## config.mk

```make
export PLATFORM = sky130hd
export DESIGN_NAME = basicOpUnit_flat
export DESIGN_NICKNAME = d
export VERILOG_FILES = /design/src/source/lspPkg.sv /design/src/source/basicOpIf.sv /design/src/source/basicOpUnit.sv /design/src/flat_wrapper.sv
export SDC_FILE = /design/constraint.sdc
export NUM_CORES = 1
export LEC_CHECK = 0
export BUFFER_PORTS_ARGS = -buffer_cell sky130_fd_sc_hd__clkbuf_2
export CORE_MARGIN = 10
export CORE_UTILIZATION = 65
export DETAILED_ROUTE_END_ITERATION = 10
export PLACE_DENSITY = 0.85
export SYNTH_ARGS = -nofsm -noshare
export SYNTH_HDL_FRONTEND = slang
export SYNTH_SLANG_ARGS = --single-unit
```

## constraint.sdc

```tcl
create_clock -name vclk -period 17.2
set_clock_uncertainty 0.05 [all_clocks]
set_input_delay 3.44 -clock vclk [all_inputs]
set_output_delay 3.44 -clock vclk [all_outputs]
set_load 0.05 [all_outputs]
```

## src/source/lspPkg.sv

```systemverilog
package lspPkg;

  // Datapath widths
  localparam int wordW = 32;
  localparam int sampleW = 16;
  localparam int addrW = 11;
  localparam int romAddrW = 6;

  // Conversion constants
  localparam int lpcOrder = 10;
  localparam logic [wordW-1:0] lsfScale = 32'd20861;
  localparam logic [wordW-1:0] interpShift = 32'd13;
  localparam logic signed [sampleW-1:0] indexMax = 16'sd63;

  typedef enum logic [2:0] {
    opMult,
    opShr,
    opLMult,
    opLShr,
    opAdd,
    opMaskLow
  } basicOpE;

  typedef enum logic [2:0] {
    sIdle,
    sReadLsf,
    sScale,
    sIndex,
    sLookup,
    sInterp,
    sWrite,
    sDone
  } fsmStateE;

  // Q15 value widened to a full word
  function automatic logic [wordW-1:0] signExt(logic [sampleW-1:0] value);
    return {{(wordW-sampleW){value[sampleW-1]}}, value};
  endfunction

endpackage
```

## src/source/basicOpIf.sv

```systemverilog
`timescale 1ns/100ps

// One operator request per cycle, result comes back combinationally
interface basicOpIf;

  lspPkg::basicOpE op;
  logic [lspPkg::wordW-1:0] a;
  logic [lspPkg::wordW-1:0] b;
  logic [lspPkg::wordW-1:0] result;

  modport requester (
    output op,
    output a,
    output b,
    input  result
  );

  modport operator (
    input  op,
    input  a,
    input  b,
    output result
  );

endinterface

```

## src/source/basicOpUnit.sv

```systemverilog
`timescale 1ns/100ps

module basicOpUnit (
  basicOpIf.operator ops
);

  localparam int sW = lspPkg::sampleW;
  localparam int wW = lspPkg::wordW;
  localparam logic signed [sW-1:0] maxWord16 = {1'b0, {(sW-1){1'b1}}};
  localparam logic signed [sW-1:0] minWord16 = {1'b1, {(sW-1){1'b0}}};
  localparam logic signed [wW-1:0] maxWord32 = {1'b0, {(wW-1){1'b1}}};
  localparam logic signed [2*sW-1:0] squareOfMin = {2'b01, {(2*sW-2){1'b0}}};
  localparam logic [wW-1:0] lowByteMask = {{(wW-8){1'b0}}, 8'hff};

  logic signed [sW-1:0] a16;
  logic signed [sW-1:0] b16;
  logic signed [wW-1:0] a32;
  logic signed [2*sW-1:0] prod;
  logic prodOverflow;
  logic signed [sW:0] sum;

  logic signed [sW-1:0] multSat;
  logic signed [sW-1:0] shrOut;
  logic signed [sW-1:0] addSat;
  logic signed [wW-1:0] lMultSat;
  logic signed [wW-1:0] lShrOut;

  assign a16 = ops.a[sW-1:0];
  assign b16 = ops.b[sW-1:0];
  assign a32 = ops.a;

  // Only -1.0 times -1.0 leaves the Q15 range
  assign prod = a16 * b16;
  assign prodOverflow = (prod == squareOfMin);

  assign multSat = prodOverflow ? maxWord16 : prod[2*sW-2:sW-1];
  assign lMultSat = prodOverflow ? maxWord32 : {prod[2*sW-2:0], 1'b0};

  // Negative shift counts leave the value unchanged
  assign shrOut = (b16 < 0) ? a16 : a16 >>> b16;
  assign lShrOut = (b16 < 0) ? a32 : a32 >>> b16;

  assign sum = {a16[sW-1], a16} + {b16[sW-1], b16};
  always_comb
  begin
    if (sum[sW] != sum[sW-1])
      addSat = sum[sW] ? minWord16 : maxWord16;
    else
      addSat = sum[sW-1:0];
  end

  always_comb
  begin
    case (ops.op)
      lspPkg::opMult:    ops.result = lspPkg::signExt(multSat);
      lspPkg::opShr:     ops.result = lspPkg::signExt(shrOut);
      lspPkg::opLMult:   ops.result = lMultSat;
      lspPkg::opLShr:    ops.result = lShrOut;
      lspPkg::opAdd:     ops.result = lspPkg::signExt(addSat);
      lspPkg::opMaskLow: ops.result = ops.a & lowByteMask;
      default:           ops.result = '0;
    endcase
  end

endmodule

```

## src/flat_wrapper.sv

```systemverilog
// flat-port wrapper written by rule: the top's interface ports become plain ports
module basicOpUnit_flat 
  (ops_op, ops_a, ops_b, ops_result);
  basicOpIf ops_i ();
  input wire logic [$bits(ops_i.op)-1:0] ops_op;
  input wire logic [$bits(ops_i.a)-1:0] ops_a;
  input wire logic [$bits(ops_i.b)-1:0] ops_b;
  output wire logic [$bits(ops_i.result)-1:0] ops_result;
  assign ops_i.op = ops_op;
  assign ops_i.a = ops_a;
  assign ops_i.b = ops_b;
  assign ops_result = ops_i.result;
  basicOpUnit u_core (.ops(ops_i));
endmodule
```

==> results.yml <==
setup_path:
  cp_data_required_time_ns: 13.71
  crit_start: "ops_b[5]"
  cp-end-kind: "output port"
  cp-start-kind: "input pin"
  path_class: "in2out"
  arrival_ns: 12.36
  critPathMaxFanout: 28
sta:
  timing.final.crit_share: 0.922
  fin_tns_setup_ns: 0
  rsz0062_at_grt: "no"
  finalHoldViolations: 0
  slew_viol_final: 0
  worstMarginPinSlew_ns: 1.15
  finalSetupViolCount: 0
  relSlewSlack: 0.227
  fmax_ghz: 0.0631
  finalCriticalPeriod_ns: 15.85
worst_hold_path:
  hp-class: "in2out"
  worstHoldStart: "ops_a[28]"
logic_synthesis:
  syn_area_mm2: 0.0141
  syn_inst: 1737
  avgSynthCellArea_um2: 8.09
  ys_types: 72
  syn_nets: 2168
  ys_seq_area_frac: 0
  ys_warn_count: 0
grt:
  busiest_layer: "met2"
  antenna_found_initial: 0
  grtUsageMet3: 0.0591
  met1_usage: 0.412
  overflow: 0
  grt_pass1_wl_mm: 73.8
  grt_pass1_vias: 13600
  met2_usage: 0.532
  grt_max_degree: 51
  grt_usage: 0.325
detailed_routing:
  wl_per_cell_um: 23.3
  vias: 13300
  first_iter_violations: 1469
  wl_mm: 46.6
  ant_nets: 0
  via_per_inst: 6.62
  dr.pass1.iters: 6
  drc_errors: 0
cells_and_area:
  final_common_cell: "fa_1"
  final_nets: 2163
  flops_and_latches: 0
  drive_gt1_frac: 0.0844
  clkbuf_count: 0
  regArea_um2: 0
  layout_common_cells: "fa_1 (263), inv_1 (249), nand2_1 (208)"
  syn_to_final_growth_pct: 3.23
die:
  ios: 99
  start_util: 0.664
  num_rows: 53
  fp.coreArea_mm2: 0.0212
  die_height_um: 167
  die-area_mm2: 0.0279
  die_w_um: 167
run_status:
  outcome: "complete, no violations"
job:
  max_cap_viol_count: 0
place:
  io_buffers: 83
  dp_hpwl_mm: 36.6
  routabilityCongestion: 1.02
cts:
  cts_resized: 0
  hold_buffers: 0
  cts_setup_buffers: 0
-- cells in the mapped netlist (10+ instances only) --
library cell	instances	share of area
nand2_1	208	0.056
nand3_2	10	0.0071
xnor2_1	27	0.017
nor2_1	94	0.025
a21o_1	13	0.0069
xor2_1	17	0.011
and2_1	122	0.054
inv_1	249	0.067
mux2_2	13	0.010
o31ai_1	11	0.0059
a211oi_1	23	0.012
a21oi_1	98	0.035
o21ai_0	88	0.031
ha_1	101	0.090
a31oi_1	16	0.0071
o21a_1	11	0.0059
a22oi_1	10	0.0053
fa_1	263	0.37
nand3_1	33	0.012
clkbuf_1	90	0.024
mux2i_1	50	0.036
o211ai_1	14	0.0075
nand4_1	11	0.0049
nor3_1	22	0.0078
-- routing by layer --
layer	vias to the layer above	share of wire
li1	5742	-
met1	6446	0.37
met2	896	0.47
met3	188	0.10
met4	0	0.051
met5	-	0
-- critical path, stage by stage --
cell,delay [ns]
clkbuf_2,0.58
clkinv_1,0.61
nor2_1,0.44
fa_1,0.53
fa_1,0.85
fa_1,0.53
fa_1,0.57
fa_1,0.44
fa_1,0.44
ha_1,0.40
a21oi_1,0.19
a21boi_0,0.14
a311oi_1,0.54
a21oi_1,0.16
nor3b_1,0.21
a2111oi_1,0.07
buf_4,0.18
nor4b_1,0.32
nand4_1,0.21
nor4b_4,0.38
nand2b_1,0.45
nand3_1,0.32
clkbuf_2,0.32
-- through the flow --
stage	hold WS, ns	instances	utilization	cell area [um^2]	worst slack, ns
after global placement	7.43	2005	0.686	14500	1.81
after floorplan	7.11	1737	-	14100	2.33
after global routing	7.44	2005	0.686	14500	1.10
final	7.44	2006	0.686	14500	1.35
after CTS	7.42	2005	0.686	14500	1.61
after detailed placement	7.42	2005	0.686	14500	1.62
-- kinds of logic (layout without fill, tap and decap cells) --
group,count (synthesis),count (layout),synth area share
and+or+nand+nor,548,548,0.191
adders and majority gates,364,364,0.465
AOI/OAI and AO/OA,356,356,0.163
buffers and inverters,354,347,0.0955
muxes,71,71,0.0582
xor gates and xnor gates,44,44,0.0274
other,0,1,0
-- worst paths after layout --
check	slack (ns)	to	depth (start not counted)
worst min-delay path	7.44	ops_result[28]	4
worst max-delay path	1.35	ops_result[8]	23
-- area by class of cell --
| cell class | count | area (um^2) |
|---|---|---|
| fill | 1728 | 6650 |
| inverter | 253 | 950 |
| timing repair buffer | 94 | 498 |
| antenna | 1 | 2.50 |
| tap | 275 | 344 |
| multi-input combinational | 1383 | 12700 |
