**src/source/lspPkg.sv**
```systemverilog
package lspPkg;

  // Datapath widths
  localparam int wordW = 32;
  localparam int sampleW = 16;
  localparam int addrW = 11;
  localparam int romAddrW = 6;

  // Conversion constants
  localparam int lpcOrder = 10;
  localparam logic [wordW-1:0] lsfScale = 32'd20861;
  localparam logic [wordW-1:0] interpShift = 32'd13;
  localparam logic signed [sampleW-1:0] indexMax = 16'sd63;

  typedef enum logic [2:0] {
    opMult,
    opShr,
    opLMult,
    opLShr,
    opAdd,
    opMaskLow
  } basicOpE;

  typedef enum logic [2:0] {
    sIdle,
    sReadLsf,
    sScale,
    sIndex,
    sLookup,
    sInterp,
    sWrite,
    sDone
  } fsmStateE;

  // Q15 value widened to a full word
  function automatic logic [wordW-1:0] signExt(logic [sampleW-1:0] value);
    return {{(wordW-sampleW){value[sampleW-1]}}, value};
  endfunction

endpackage
```
**src/source/memPortIf.sv**
```systemverilog
`timescale 1ns/100ps

interface memPortIf #(
  parameter int dataW = lspPkg::wordW
);

  logic [lspPkg::addrW-1:0] readAddr;
  logic [lspPkg::addrW-1:0] writeAddr;
  logic [dataW-1:0] writeData;
  logic writeEn;
  // Valid one clock after readAddr
  logic [dataW-1:0] readData;

  modport master (output readAddr, output writeAddr, output writeData, output writeEn,
                  input readData);
  modport slave (input readAddr, input writeAddr, input writeData, input writeEn,
                 output readData);

endinterface

```
**src/source/basicOpIf.sv**
```systemverilog
`timescale 1ns/100ps

// One operator request per cycle, result comes back combinationally
interface basicOpIf;

  lspPkg::basicOpE op;
  logic [lspPkg::wordW-1:0] a;
  logic [lspPkg::wordW-1:0] b;
  logic [lspPkg::wordW-1:0] result;

  modport requester (
    output op,
    output a,
    output b,
    input  result
  );

  modport operator (
    input  op,
    input  a,
    input  b,
    output result
  );

endinterface

```
**src/source/lsfLspFsm.sv**
```systemverilog
`timescale 1ns/100ps

module lsfLspFsm (
  input  logic clk,
  input  logic rst,
  input  logic start,
  input  logic [lspPkg::addrW-1:0] lsfAddr,
  input  logic [lspPkg::addrW-1:0] lspAddr,
  output logic done,
  basicOpIf.requester ops,
  memPortIf.master mem,
  output logic [lspPkg::romAddrW-1:0] romAddr,
  input  logic [lspPkg::wordW-1:0] romData
);

  localparam int countW = 4;
  localparam logic [lspPkg::wordW-1:0] indexShift = 32'd8;

  lspPkg::fsmStateE state;
  lspPkg::fsmStateE nextState;

  logic [countW-1:0] count;
  logic [countW-1:0] readCount;
  logic lastCoef;
  logic [lspPkg::addrW-1:0] lsfBase;
  logic [lspPkg::addrW-1:0] lspBase;

  // Per-coefficient working registers
  logic [lspPkg::sampleW-1:0] freq;
  logic [lspPkg::romAddrW-1:0] index;
  logic [lspPkg::sampleW-1:0] offset;
  logic [lspPkg::wordW-1:0] product;
  logic [lspPkg::sampleW-1:0] base;
  logic [lspPkg::sampleW-1:0] interp;
  logic [lspPkg::sampleW-1:0] slope;

  assign lastCoef = (count == countW'(lspPkg::lpcOrder - 1));
  assign slope = romData[lspPkg::sampleW-1:0];
  assign romAddr = index;
  assign done = (state == lspPkg::sDone);

  ////////////////////////////////////////////////////////////////////////////
  // State and coefficient counter
  ////////////////////////////////////////////////////////////////////////////

  always_comb
  begin
    nextState = state;
    case (state)
      lspPkg::sIdle:    if (start) nextState = lspPkg::sReadLsf;
      lspPkg::sReadLsf: nextState = lspPkg::sScale;
      lspPkg::sScale:   nextState = lspPkg::sIndex;
      lspPkg::sIndex:   nextState = lspPkg::sLookup;
      lspPkg::sLookup:  nextState = lspPkg::sInterp;
      lspPkg::sInterp:  nextState = lspPkg::sWrite;
      lspPkg::sWrite:   nextState = lastCoef ? lspPkg::sDone : lspPkg::sReadLsf;
      default:          nextState = lspPkg::sIdle;
    endcase
  end

  always_ff @(posedge clk)
  begin
    if (rst)
    begin
      state <= lspPkg::sIdle;
      count <= '0;
    end
    else
    begin
      state <= nextState;
      if (state == lspPkg::sIdle)
        count <= '0;
      else if (state == lspPkg::sWrite)
        count <= count + 1'b1;
    end
  end

  ////////////////////////////////////////////////////////////////////////////
  // Operator requests, one per state
  ////////////////////////////////////////////////////////////////////////////

  always_comb
  begin
    ops.op = lspPkg::opAdd;
    ops.a = '0;
    ops.b = '0;
    case (state)
      lspPkg::sReadLsf:
      begin
        ops.op = lspPkg::opMult;
        ops.a = lspPkg::signExt(mem.readData[lspPkg::sampleW-1:0]);
        ops.b = lspPkg::lsfScale;
      end
      lspPkg::sScale:
      begin
        ops.op = lspPkg::opShr;
        ops.a = lspPkg::signExt(freq);
        ops.b = indexShift;
      end
      lspPkg::sIndex:
      begin
        ops.op = lspPkg::opMaskLow;
        ops.a = lspPkg::signExt(freq);
      end
      lspPkg::sLookup:
      begin
        ops.op = lspPkg::opLMult;
        ops.a = lspPkg::signExt(slope);
        ops.b = lspPkg::signExt(offset);
      end
      lspPkg::sInterp:
      begin
        ops.op = lspPkg::opLShr;
        ops.a = product;
        ops.b = lspPkg::interpShift;
      end
      lspPkg::sWrite:
      begin
        ops.a = lspPkg::signExt(base);
        ops.b = lspPkg::signExt(interp);
      end
      default:
      begin
        ops.op = lspPkg::opAdd;
      end
    endcase
  end

  // Working registers capture the result of the current state's request
  always_ff @(posedge clk)
  begin
    case (state)
      lspPkg::sIdle:
      begin
        if (start)
        begin
          lsfBase <= lsfAddr;
          lspBase <= lspAddr;
        end
      end
      lspPkg::sReadLsf: freq <= ops.result[lspPkg::sampleW-1:0];
      lspPkg::sScale:
      begin
        if ($signed(ops.result[lspPkg::sampleW-1:0]) > lspPkg::indexMax)
          index <= lspPkg::indexMax[lspPkg::romAddrW-1:0];
        else
          index <= ops.result[lspPkg::romAddrW-1:0];
      end
      lspPkg::sIndex: offset <= ops.result[lspPkg::sampleW-1:0];
      lspPkg::sLookup:
      begin
        product <= ops.result;
        base <= romData[lspPkg::wordW-1:lspPkg::sampleW];
      end
      lspPkg::sInterp: interp <= ops.result[lspPkg::sampleW-1:0];
      default:
      begin
      end
    endcase
  end

  ////////////////////////////////////////////////////////////////////////////
  // Scratch memory port
  ////////////////////////////////////////////////////////////////////////////

  // LSF word is requested a cycle ahead so it sits on readData in sReadLsf
  assign readCount = (state == lspPkg::sWrite) ? count + 1'b1 : count;
  assign mem.readAddr = (state == lspPkg::sIdle) ? lsfAddr :
                        lsfBase + {{(lspPkg::addrW-countW){1'b0}}, readCount};

  assign mem.writeAddr = lspBase + {{(lspPkg::addrW-countW){1'b0}}, count};
  assign mem.writeData = ops.result;
  assign mem.writeEn = (state == lspPkg::sWrite);

endmodule

```
**src/flat_wrapper.sv**
```systemverilog
// flat-port wrapper written by rule: the top's interface ports become plain ports
module lsfLspFsm_flat 
  (clk, rst, start, lsfAddr, lspAddr, done, romAddr, romData, ops_op, ops_a, ops_b, ops_result, mem_readAddr, mem_writeAddr, mem_writeData, mem_writeEn, mem_readData);
  basicOpIf ops_i ();
  memPortIf mem_i ();
  input  logic clk;
  input  logic rst;
  input  logic start;
  input  logic [lspPkg::addrW-1:0] lsfAddr;
  input  logic [lspPkg::addrW-1:0] lspAddr;
  output logic done;
  output logic [lspPkg::romAddrW-1:0] romAddr;
  input  logic [lspPkg::wordW-1:0] romData;
  output wire logic [$bits(ops_i.op)-1:0] ops_op;
  output wire logic [$bits(ops_i.a)-1:0] ops_a;
  output wire logic [$bits(ops_i.b)-1:0] ops_b;
  input wire logic [$bits(ops_i.result)-1:0] ops_result;
  output wire logic [$bits(mem_i.readAddr)-1:0] mem_readAddr;
  output wire logic [$bits(mem_i.writeAddr)-1:0] mem_writeAddr;
  output wire logic [$bits(mem_i.writeData)-1:0] mem_writeData;
  output wire logic [$bits(mem_i.writeEn)-1:0] mem_writeEn;
  input wire logic [$bits(mem_i.readData)-1:0] mem_readData;
  assign ops_op = ops_i.op;
  assign ops_a = ops_i.a;
  assign ops_b = ops_i.b;
  assign ops_i.result = ops_result;
  assign mem_readAddr = mem_i.readAddr;
  assign mem_writeAddr = mem_i.writeAddr;
  assign mem_writeData = mem_i.writeData;
  assign mem_writeEn = mem_i.writeEn;
  assign mem_i.readData = mem_readData;
  lsfLspFsm u_core (.clk(clk), .rst(rst), .start(start), .lsfAddr(lsfAddr), .lspAddr(lspAddr), .done(done), .ops(ops_i), .mem(mem_i), .romAddr(romAddr), .romData(romData));
endmodule
```
**config.mk**
```make
export PLATFORM = sky130hd
export DESIGN_NAME = lsfLspFsm_flat
export DESIGN_NICKNAME = d
export VERILOG_FILES = /design/src/source/lspPkg.sv /design/src/source/memPortIf.sv /design/src/source/basicOpIf.sv /design/src/source/lsfLspFsm.sv /design/src/flat_wrapper.sv
export SDC_FILE = /design/constraint.sdc
export NUM_CORES = 1
export LEC_CHECK = 0
export BUFFER_PORTS_ARGS = -buffer_cell sky130_fd_sc_hd__buf_4
export CAP_MARGIN = 40
export CORE_ASPECT_RATIO = 1.5
export CORE_UTILIZATION = 49
export CTS_CLUSTER_SIZE = 40
export DETAILED_ROUTE_END_ITERATION = 6
export GPL_ROUTABILITY_DRIVEN = 0
export PLACE_DENSITY = 0.86
export SLEW_MARGIN = 20
export SYNTH_ARGS = -nofsm -noshare
export SYNTH_HDL_FRONTEND = slang
export SYNTH_SLANG_ARGS = --single-unit
```
**constraint.sdc**
```tcl
create_clock -name clk -period 4.5 [get_ports clk]
set_input_delay 0.9 -clock clk [delete_from_list [all_inputs] [get_ports clk]]
set_output_delay 0.9 -clock clk [all_outputs]
set_load 0.03 [all_outputs]
```
==> results.json, run 1 <==
{
  "drt-total-wl_mm": 15.6,
  "post_cts_resized": 0,
  "syn_inst": 488,
  "drive_gt1_share_pct": 43.2,
  "min_from": "romData[19]",
  "ctsHtreeMaxLevel": 4,
  "drc_errors": 0,
  "syn-num-nets": 621,
  "critPathArrivalTime_ns": 3.04,
  "synth_top_area_cell": "edfxtp_1",
  "drtIter0Drc": 208,
  "ys_seq_area_share_pct": 61.9,
  "vias": 4577,
  "p_per_area_mw_per_mm2": 417,
  "rsz0062_at_grt": "no",
  "synth_common_cells": "edfxtp_1 (124), buf_4 (52), a21oi_1 (44)",
  "end_kind": "output pin",
  "critPathRequiredTime_ns": 3.60,
  "whs_endpoint": "u_core.base[3]",
  "peakVddDrop_mv": 0.310,
  "core_sq_mm": 0.0124,
  "worst-setup-path-type": "flop to output pin",
  "ioPinCount": 250,
  "syn_to_final_growth_pct": 34.4,
  "antenna_found_initial": 0,
  "synth.distinct_cells": 52,
  "insertion_delay_ns": 0.41,
  "clockPowerShare_pct": 36.3,
  "final_max_slew_viol_count": 0,
  "ys_warn_count": 0,
  "worst_pin_slew_ns": 0.751,
  "grt_overflow": 0,
  "p_int_mw": 2.43,
  "numClockSinks": 131,
  "start_util_pct": 50.1,
  "period_needed_ns": 3.94,
  "wl_per_cell_microns": 18.3,
  "rrSetupSlack_ns": 2.07,
  "cts_hold_buf": 0,
  "io_buffer_count": 233,
  "hold_depth": 1,
  "fin_skew_ns": 0.0108,
  "grt_pass1_vias": 4694,
  "avgSynthCellArea_sq_um": 12.8,
  "clock.fmax_mhz": 254,
  "synth_top_area_share_pct": 59.7,
  "grt_max_degree": 52,
  "die_h_microns": 140,
  "worstReg2RegStart": "u_core.state[2]",
  "vias_per_cell": 5.38,
  "r2r_cells": 4,
  "diodes": 0,
  "maxCapViolCount": 0,
  "setup_violations": 0,
  "synth-edff-count": 124,
  "p_sw_share_pct": 30.5,
  "netlist_area_sq_mm": 0.00624,
  "seqPwrFrac_pct": 40.6,
  "leakagePower_nw": 3.58,
  "status": "complete, no violations",
  "nNetsFinal": 814,
  "cp-start-kind": "flop",
  "report.final.hold_viol_count": 0,
  "clk_pin_slew_worst_paths_ns": 0.06,
  "hold_path.class": "input pin to flop",
  "cts_setup_buffers": 0,
  "relSlewSlack_pct": 49.7,
  "std_cell_rows": 50,
  "cts_buffers": 17,
  "cts_tree": "built",
  "dpl.hpwl_mm": 11.3,
  "clockRootBuffer": "clkbuf_16",
  "fin_tns_setup_ns": 0,
  "switching_power_mw": 1.07,
  "ys_seq_elements": 131,
  "total_power_mw": 3.50,
  "clockBufferDepth": 2,
  "first_pass_iters": 4,
  "grt_pass1_wl_mm": 23.5,
  "synthFlopType": "edfxtp_1",
  "synth_most_common_cell": "edfxtp_1",
  "async_flop_share_pct": 0,
  "ant_nets": 0,
  "min_period_over_period_pct": 87.5,
  "p_comb_share_pct": 23.1,
  "timing.rr.end": "u_core.product[0]",
  "synthTopCellsByArea": "edfxtp_1 (60%), buf_4 (6.3%), a21oi_1 (3.5%), a21o_1 (2.6%), dfxtp_1 (2.2%)",
  "dieArea_sq_mm": 0.0132,
  "grt_usage_pct": 23.9,
  "path_max_fanout": 20,
  "die_w_microns": 94.1
}
## final cells by class
type | count | area (sq um)
tap | 156 | 195
fill | 893 | 4070
inverter | 12 | 45.0
clock inverter | 14 | 124
timing repair buffer | 247 | 1890
multi-input combinational | 272 | 1830
sequential | 131 | 3870
clock buffer | 18 | 429
## logic make-up after synthesis
group	after synthesis	share of synthesized area, %
xor gates and xnor gates	18	2.65
buffers and inverters	85	8.90
and+or+nand+nor	105	8.96
adders and majority gates	12	2.65
muxes	12	1.99
DFF	131	61.9
AOI/OAI and AO/OA	125	12.9
## worst max-delay path, cell delays in order, from the launching register on
cell and delay, ns:
dfxtp_1 0.32, nand3b_4 0.18, inv_2 0.34, nand4_1 0.17
xnor2_1 0.26, ha_1 0.34, o21ai_0 0.41, nor3_1 0.11
xnor2_1 0.15, o21ai_0 0.15, buf_4 0.19
## per-stage QoR
step	std cells	hold slack, ns	area (sq um)	setup slack, ns	utilization [%]
6_report	850	0.667	8380	0.564	67.3
5_1_grt	850	0.648	8380	0.381	67.3
4_1_cts	849	0.652	8380	0.545	67.3
3_5_place_dp	817	0.728	7820	0.998	62.8
3_3_place_gp	813	0.698	7750	1.05	62.3
2_1_floorplan	488	0.621	6240	0.920	-
## worst max-delay path by stage
stage / startpoint / end / slack [ns] / depth (start not counted)
4_1_cts: u_core.state[0] / mem_readAddr[8] / 0.54 / 10
6_report: u_core.state[0] / mem_readAddr[8] / 0.56 / 10
5_1_grt: u_core.state[0] / mem_readAddr[7] / 0.38 / 10
2_1_floorplan: u_core.state[0] / mem_readAddr[6] / 0.92 / 9
3_3_place_gp: u_core.count[1] / mem_readAddr[7] / 1.05 / 9
3_5_place_dp: u_core.state[0] / mem_readAddr[6] / 1.0 / 10
## per-layer routing
layer	wire (microns)	vias up	GRT usage (%)
li1	-	2140	-
met1	5470	2196	24.2
met2	8620	208	45.0
met3	998	33	6.51
met4	462	0	9.64
met5	0	-	0
## registers in the layout, indices dropped and copies added (netlist names), 4 cells and up
register	flops
u_core.product	32
u_core.base	16
u_core.freq	16
u_core.interp	16
u_core.offset	16
u_core.lsfBase	11
u_core.lspBase	11
u_core.romAddr	6
u_core.count	4
## power groups by stage
stage                     logic, mW  clock network [mW]  registers [mW]
final                         0.808                1.27            1.42
after global routing          0.862                1.34            1.42
after CTS                     0.813                1.29            1.42
after detailed placement      0.810                   0            1.45
after global placement        0.787                   0            1.44
after floorplan               0.495                   0            1.45
## placed cells by master (no fill, tap or decap), types with 3 or more instances in the layout
master      instances
o21ai_1             4
a21o_1             22
nor2_1             16
inv_8               3
mux2i_1             9
mux2_2              3
nand3_1             4
nand4_1             3
a211oi_1            4
a21oi_1            44
nor2b_1            11
edfxtp_1          124
o21ai_0            20
xnor2_1            11
a22o_1              7
xor2_1              6
ha_1               10
clkinv_4            3
buf_4             243
or2_2               6
a221oi_1           13
and3b_1             4
clkinvlp_4          5
nor3_1              4
clkbuf_16          17
inv_6               3
inv_1              11
dfxtp_1             5
nand2b_1            4
nand2_1            34
(Power assumes the default switching activity.)
==> inputs of run 2 (changes only) <==
==> constraint.sdc (replaced) <==
create_clock -name clk -period 4.4 [get_ports clk]
set_input_delay 0.88 -clock clk [delete_from_list [all_inputs] [get_ports clk]]
set_output_delay 0.88 -clock clk [all_outputs]
set_load 0.03 [all_outputs]
==> run 2 against run 1 <==
Effect of this change: clock power rose by 8%; final area grew 0.19%; hold slack worse by 0.027 ns; critical path type unchanged; combinational power grew 3.0%; global-route usage grew 0.72 points; sequential share of layout area is 0.089 points lower; count of clock-buffer cells in the layout fell by 1; final cell count unchanged; critical path depth shrank 1; die area unchanged; utilization grew 0.13 points; setup slack got worse by 0.098 ns.
==> results.json, run 2 (synthesized netlist as in run 1, its figures left out) <==
{
  "drt-total-wl_mm": 15.9,
  "pre_cts_ws_ns": 0.883,
  "start_util_pct": 50.1,
  "total_power_mw": 3.65,
  "post_cts_resized": 0,
  "clk_pin_slew_worst_paths_ns": 0.07,
  "critPathArrivalTime_ns": 3.05,
  "core_sq_mm": 0.0124,
  "path_max_fanout": 5,
  "final_cell_mix": "buf_4 (243), edfxtp_1 (124), a21oi_1 (44)",
  "setup_violations": 0,
  "grt_overflow": 0,
  "clockBufferDepth": 2,
  "drc_errors": 0,
  "use_met3_pct": 5.70,
  "largest_reg_flops": 32,
  "busiest_layer": "met2",
  "final_common_cell": "buf_4",
  "worst_pin_slew_ns": 0.770,
  "cp-start-kind": "flop",
  "nFillCells": 887,
  "hold_path.class": "input pin to flop",
  "dpl.hpwl_mm": 11.3,
  "fin_tns_setup_ns": 0,
  "regMostFlops": "u_core.product",
  "maxCapViolCount": 0,
  "grt_use_met2_pct": 45.6,
  "ioPinCount": 250,
  "antenna_found_initial": 0,
  "nNetsFinal": 814,
  "cts_tree": "built",
  "die_h_microns": 140,
  "syn_to_final_growth_pct": 34.7,
  "fin_ws_ns": 0.466,
  "rsz0062_at_grt": "no",
  "clockRootBuffer": "clkbuf_16",
  "ant_nets": 0,
  "cts_buffers": 17,
  "dieArea_sq_mm": 0.0132,
  "drtIter0Drc": 215,
  "report.final.hold_viol_count": 0,
  "cts_hold_buf": 0,
  "regArea_sq_mm": 0.00387,
  "wl_per_cell_microns": 18.7,
  "min_period_over_period_pct": 89.4,
  "hold_ws_ns": 0.640,
  "post-route-util_pct": 67.5,
  "diodes": 0,
  "io_buffer_count": 233,
  "grt_max_degree": 57,
  "peakVddDrop_mv": 0.316,
  "end_kind": "output pin",
  "met1_usage_pct": 25.9,
  "period_needed_ns": 3.93,
  "numClockSinks": 131,
  "drive_gt1_share_pct": 43.4,
  "r2r_cells": 5,
  "grt_pass1_wl_mm": 24.3,
  "first_pass_iters": 5,
  "cts_setup_buffers": 0,
  "vias_per_cell": 5.47,
  "vias": 4647,
  "p_per_area_mw_per_mm2": 435,
  "ctsHtreeMaxLevel": 4,
  "die_w_microns": 94.1,
  "grt_usage_pct": 24.6,
  "leakagePower_nw": 3.61,
  "grt_pass1_vias": 4814,
  "worst-setup-path-type": "flop to output pin",
  "relSlewSlack_pct": 48.7,
  "fin_skew_ns": 0.00768,
  "hold_depth": 1,
  "final_max_slew_viol_count": 0,
  "clock.fmax_mhz": 254,
  "insertion_delay_ns": 0.41,
  "std_cell_rows": 50,
  "critPathRequiredTime_ns": 3.52,
  "status": "complete, no violations",
  "multi_input_area_sq_mm": 0.00183
}
run 2: cell type report:
type,count,area share (%)
Inverter,12,0.536
Sequential cell,131,46.0
Tap cell,156,2.32
Timing Repair Buffer,247,22.4
Multi-Input combinational cell,272,21.8
Clock buffer,17,5.06
Clock inverter,15,1.86
run 2: path summary, 6_finish.rpt:
kind	to	slack [ns]	from
setup / recovery	mem_readAddr[7]	0.47	u_core.count[1]
hold / removal	u_core.base[12]	0.64	romData[28]
hold reg to reg	u_core.state[1]	0.72	u_core.count[3]
setup reg to reg	u_core.base[0]	1.83	u_core.state[2]
run 2: report_power, final:
| part | switching [mW] | internal [mW] |
|---|---|---|
| Combinational | 0.514 | 0.318 |
| Clock | 0.606 | 0.759 |
| Sequential | 0.0236 | 1.43 |
run 2: critical path: stages, from the launching register on:
cell      delay (ns)
dfxtp_1         0.40
inv_1           0.10
ha_1            0.27
o21ai_0         0.41
ha_1            0.33
a21oi_1         0.23
o211ai_1        0.25
a31o_2          0.31
a31oi_1         0.17
buf_4           0.18
run 2: per-stage QoR:
step                      cell area, sq um  instances
final                                 8400        850
after CTS                             8390        849
after global routing                  8400        850
after global placement                7750        813
after detailed placement              7810        817
after floorplan                       6240        488
run 2: per-layer routing:
metal | share of wire (%) | wire, microns
met4 | 2.8 | 450
met3 | 6.3 | 998
met5 | 0 | 0
met1 | 36 | 5680
met2 | 55 | 8760
==> inputs of run 3 (changes only) <==
--- a/config.mk
+++ b/config.mk
@@ -7,8 +7,10 @@
 export LEC_CHECK = 0
 export BUFFER_PORTS_ARGS = -buffer_cell sky130_fd_sc_hd__buf_4
 export CAP_MARGIN = 40
+export CELL_PAD_IN_SITES_DETAIL_PLACEMENT = 1
+export CELL_PAD_IN_SITES_GLOBAL_PLACEMENT = 1
 export CORE_ASPECT_RATIO = 1.5
-export CORE_UTILIZATION = 49
+export CORE_UTILIZATION = 38
 export CTS_CLUSTER_SIZE = 40
 export DETAILED_ROUTE_END_ITERATION = 6
 export GPL_ROUTABILITY_DRIVEN = 0
==> run 3 against run 2 <==
Effect of this change: wire length grew 11%; sequential power about the same; maximum frequency fell by 4.8%; final cell count grew 5.5%; via count down 1.1%; critical path type unchanged; critical endpoint is now ops_a[8]; largest cell class unchanged.
==> results.json, run 3 (synthesized netlist as in run 1, its figures left out) <==
{
  "period_needed_ns": 4.13,
  "worstReg2RegStart": "u_core.state[2]",
  "status": "complete, no violations",
  "insertion_delay_ns": 0.42,
  "ctsHtreeMaxLevel": 4,
  "instances_no_fill": 897,
  "die_h_microns": 159,
  "antenna_found_initial": 0,
  "critPathRequiredTime_ns": 3.52,
  "critPathArrivalTime_ns": 3.25,
  "io_buffer_count": 233,
  "timing.rr.end": "u_core.product[0]",
  "cts_setup_buffers": 0,
  "rsz0062_at_grt": "no",
  "report.final.hold_viol_count": 0,
  "crit_buf_inv": 3,
  "relSlewSlack_pct": 46.7,
  "ant_nets": 0,
  "vias": 4596,
  "peakVddDrop_mv": 0.226,
  "maxCapViolCount": 0,
  "fin_tns_setup_ns": 0,
  "ioPinCount": 250,
  "clockBufferDepth": 2,
  "vias_per_cell": 5.12,
  "fin_skew_ns": 0.0125,
  "start_util_pct": 38.7,
  "whs_endpoint": "u_core.lspBase[3]",
  "first_pass_iters": 6,
  "crit_top_cell": "buf_4",
  "min_from": "lspAddr[3]",
  "end_kind": "output pin",
  "std_cell_rows": 57,
  "syn_to_final_growth_pct": 36.7,
  "crit_chain": "buf_4 -> nor2b_4 -> nor2b_4 -> buf_4 -> a221o_1 -> buf_4",
  "worst-setup-path-type": "flop to output pin",
  "cts_buffers": 17,
  "diodes": 0,
  "rrSetupSlack_ns": 1.62,
  "drc_errors": 0,
  "clock.fmax_mhz": 242,
  "nNetsFinal": 811,
  "grt_usage_pct": 21.3,
  "dp_cells": 863,
  "p_per_area_mw_per_mm2": 449,
  "core_sq_mm": 0.0161,
  "die_w_microns": 107,
  "drive_gt1_share_pct": 42.7,
  "hold_path.class": "input pin to flop",
  "setup_violations": 0,
  "clk_pin_slew_worst_paths_ns": 0.06,
  "grt_pass1_vias": 5099,
  "cp-start-kind": "flop",
  "wl_per_cell_microns": 19.7,
  "final_cell_mix": "buf_4 (240), edfxtp_1 (124), a21oi_1 (44)",
  "crit_path_max_incr_delay_ns": 0.66,
  "grt_max_degree": 57,
  "r2r_cells": 4,
  "grt_pass1_wl_mm": 27.1,
  "regMostFlops": "u_core.product",
  "worst_pin_slew_ns": 0.800,
  "dieArea_sq_mm": 0.0169,
  "drtIter0Drc": 195,
  "total_power_mw": 3.83,
  "slowest_stage": "nor2b_4",
  "path_max_fanout": 56,
  "cts_hold_buf": 0,
  "min_period_over_period_pct": 93.9,
  "cts_tree": "built",
  "leakagePower_nw": 3.62,
  "dpl.hpwl_mm": 12.8,
  "final_max_slew_viol_count": 0,
  "grt_overflow": 0,
  "nFillCells": 1729,
  "largest_reg_flops": 32,
  "numClockSinks": 131,
  "clockRootBuffer": "clkbuf_16",
  "cp_top_family": "buffers and inverters",
  "hold_depth": 1,
  "final_common_cell": "buf_4",
  "post_cts_resized": 0,
  "drt-total-wl_mm": 17.6
}
[run 3: through the flow]
stage / worst slack, ns / util [%] / hold slack (ns) / instance area, sq um
floorplan: 0.840 / - / 0.621 / 6240
detailed placement: 0.676 / 48.7 / 0.709 / 7850
finish: 0.266 / 52.9 / 0.635 / 8530
global placement: 0.781 / 48.4 / 0.690 / 7800
global route: 0.0637 / 52.9 / 0.612 / 8530
CTS: 0.221 / 52.7 / 0.620 / 8490
[run 3: area by class of cell]
type / count / area [sq um] / area share, %
inverters: 12 / 45.0 / 0.528
well taps: 206 / 258 / 3.02
repair buffers: 244 / 1890 / 22.1
clock buffers: 17 / 425 / 4.99
multi-input cells: 272 / 1830 / 21.5
flip-flops and latches: 131 / 3870 / 45.3
clock inverters: 15 / 211 / 2.48
[run 3: worst max-delay path by stage]
stage	slack, ns	cells past startpoint	endpoint	startpoint
2_1_floorplan	0.84	9	mem_readAddr[6]	u_core.state[0]
3_3_place_gp	0.78	6	ops_a[7]	u_core.state[2]
3_5_place_dp	0.68	9	mem_readAddr[7]	u_core.count[1]
4_1_cts	0.22	6	ops_a[8]	u_core.state[2]
5_1_grt	0.06	9	mem_readAddr[7]	u_core.count[1]
6_report	0.27	6	ops_a[8]	u_core.state[2]
[run 3: routing by layer]
| metal | wire length, microns | vias up | GRT usage [%] |
|---|---|---|---|
| met5 | 0 | - | 0 |
| li1 | - | 2130 | - |
| met2 | 9910 | 178 | 39.4 |
| met3 | 907 | 29 | 4.76 |
| met1 | 6460 | 2259 | 22.7 |
| met4 | 372 | 0 | 9.15 |
[run 3: power breakdown]
group	leakage, nW	internal (mW)	switching [mW]
registers	1.19	1.43	0.0243
clock network	0.304	1.00	0.529
logic	2.13	0.322	0.522
total	3.62	2.75	1.08
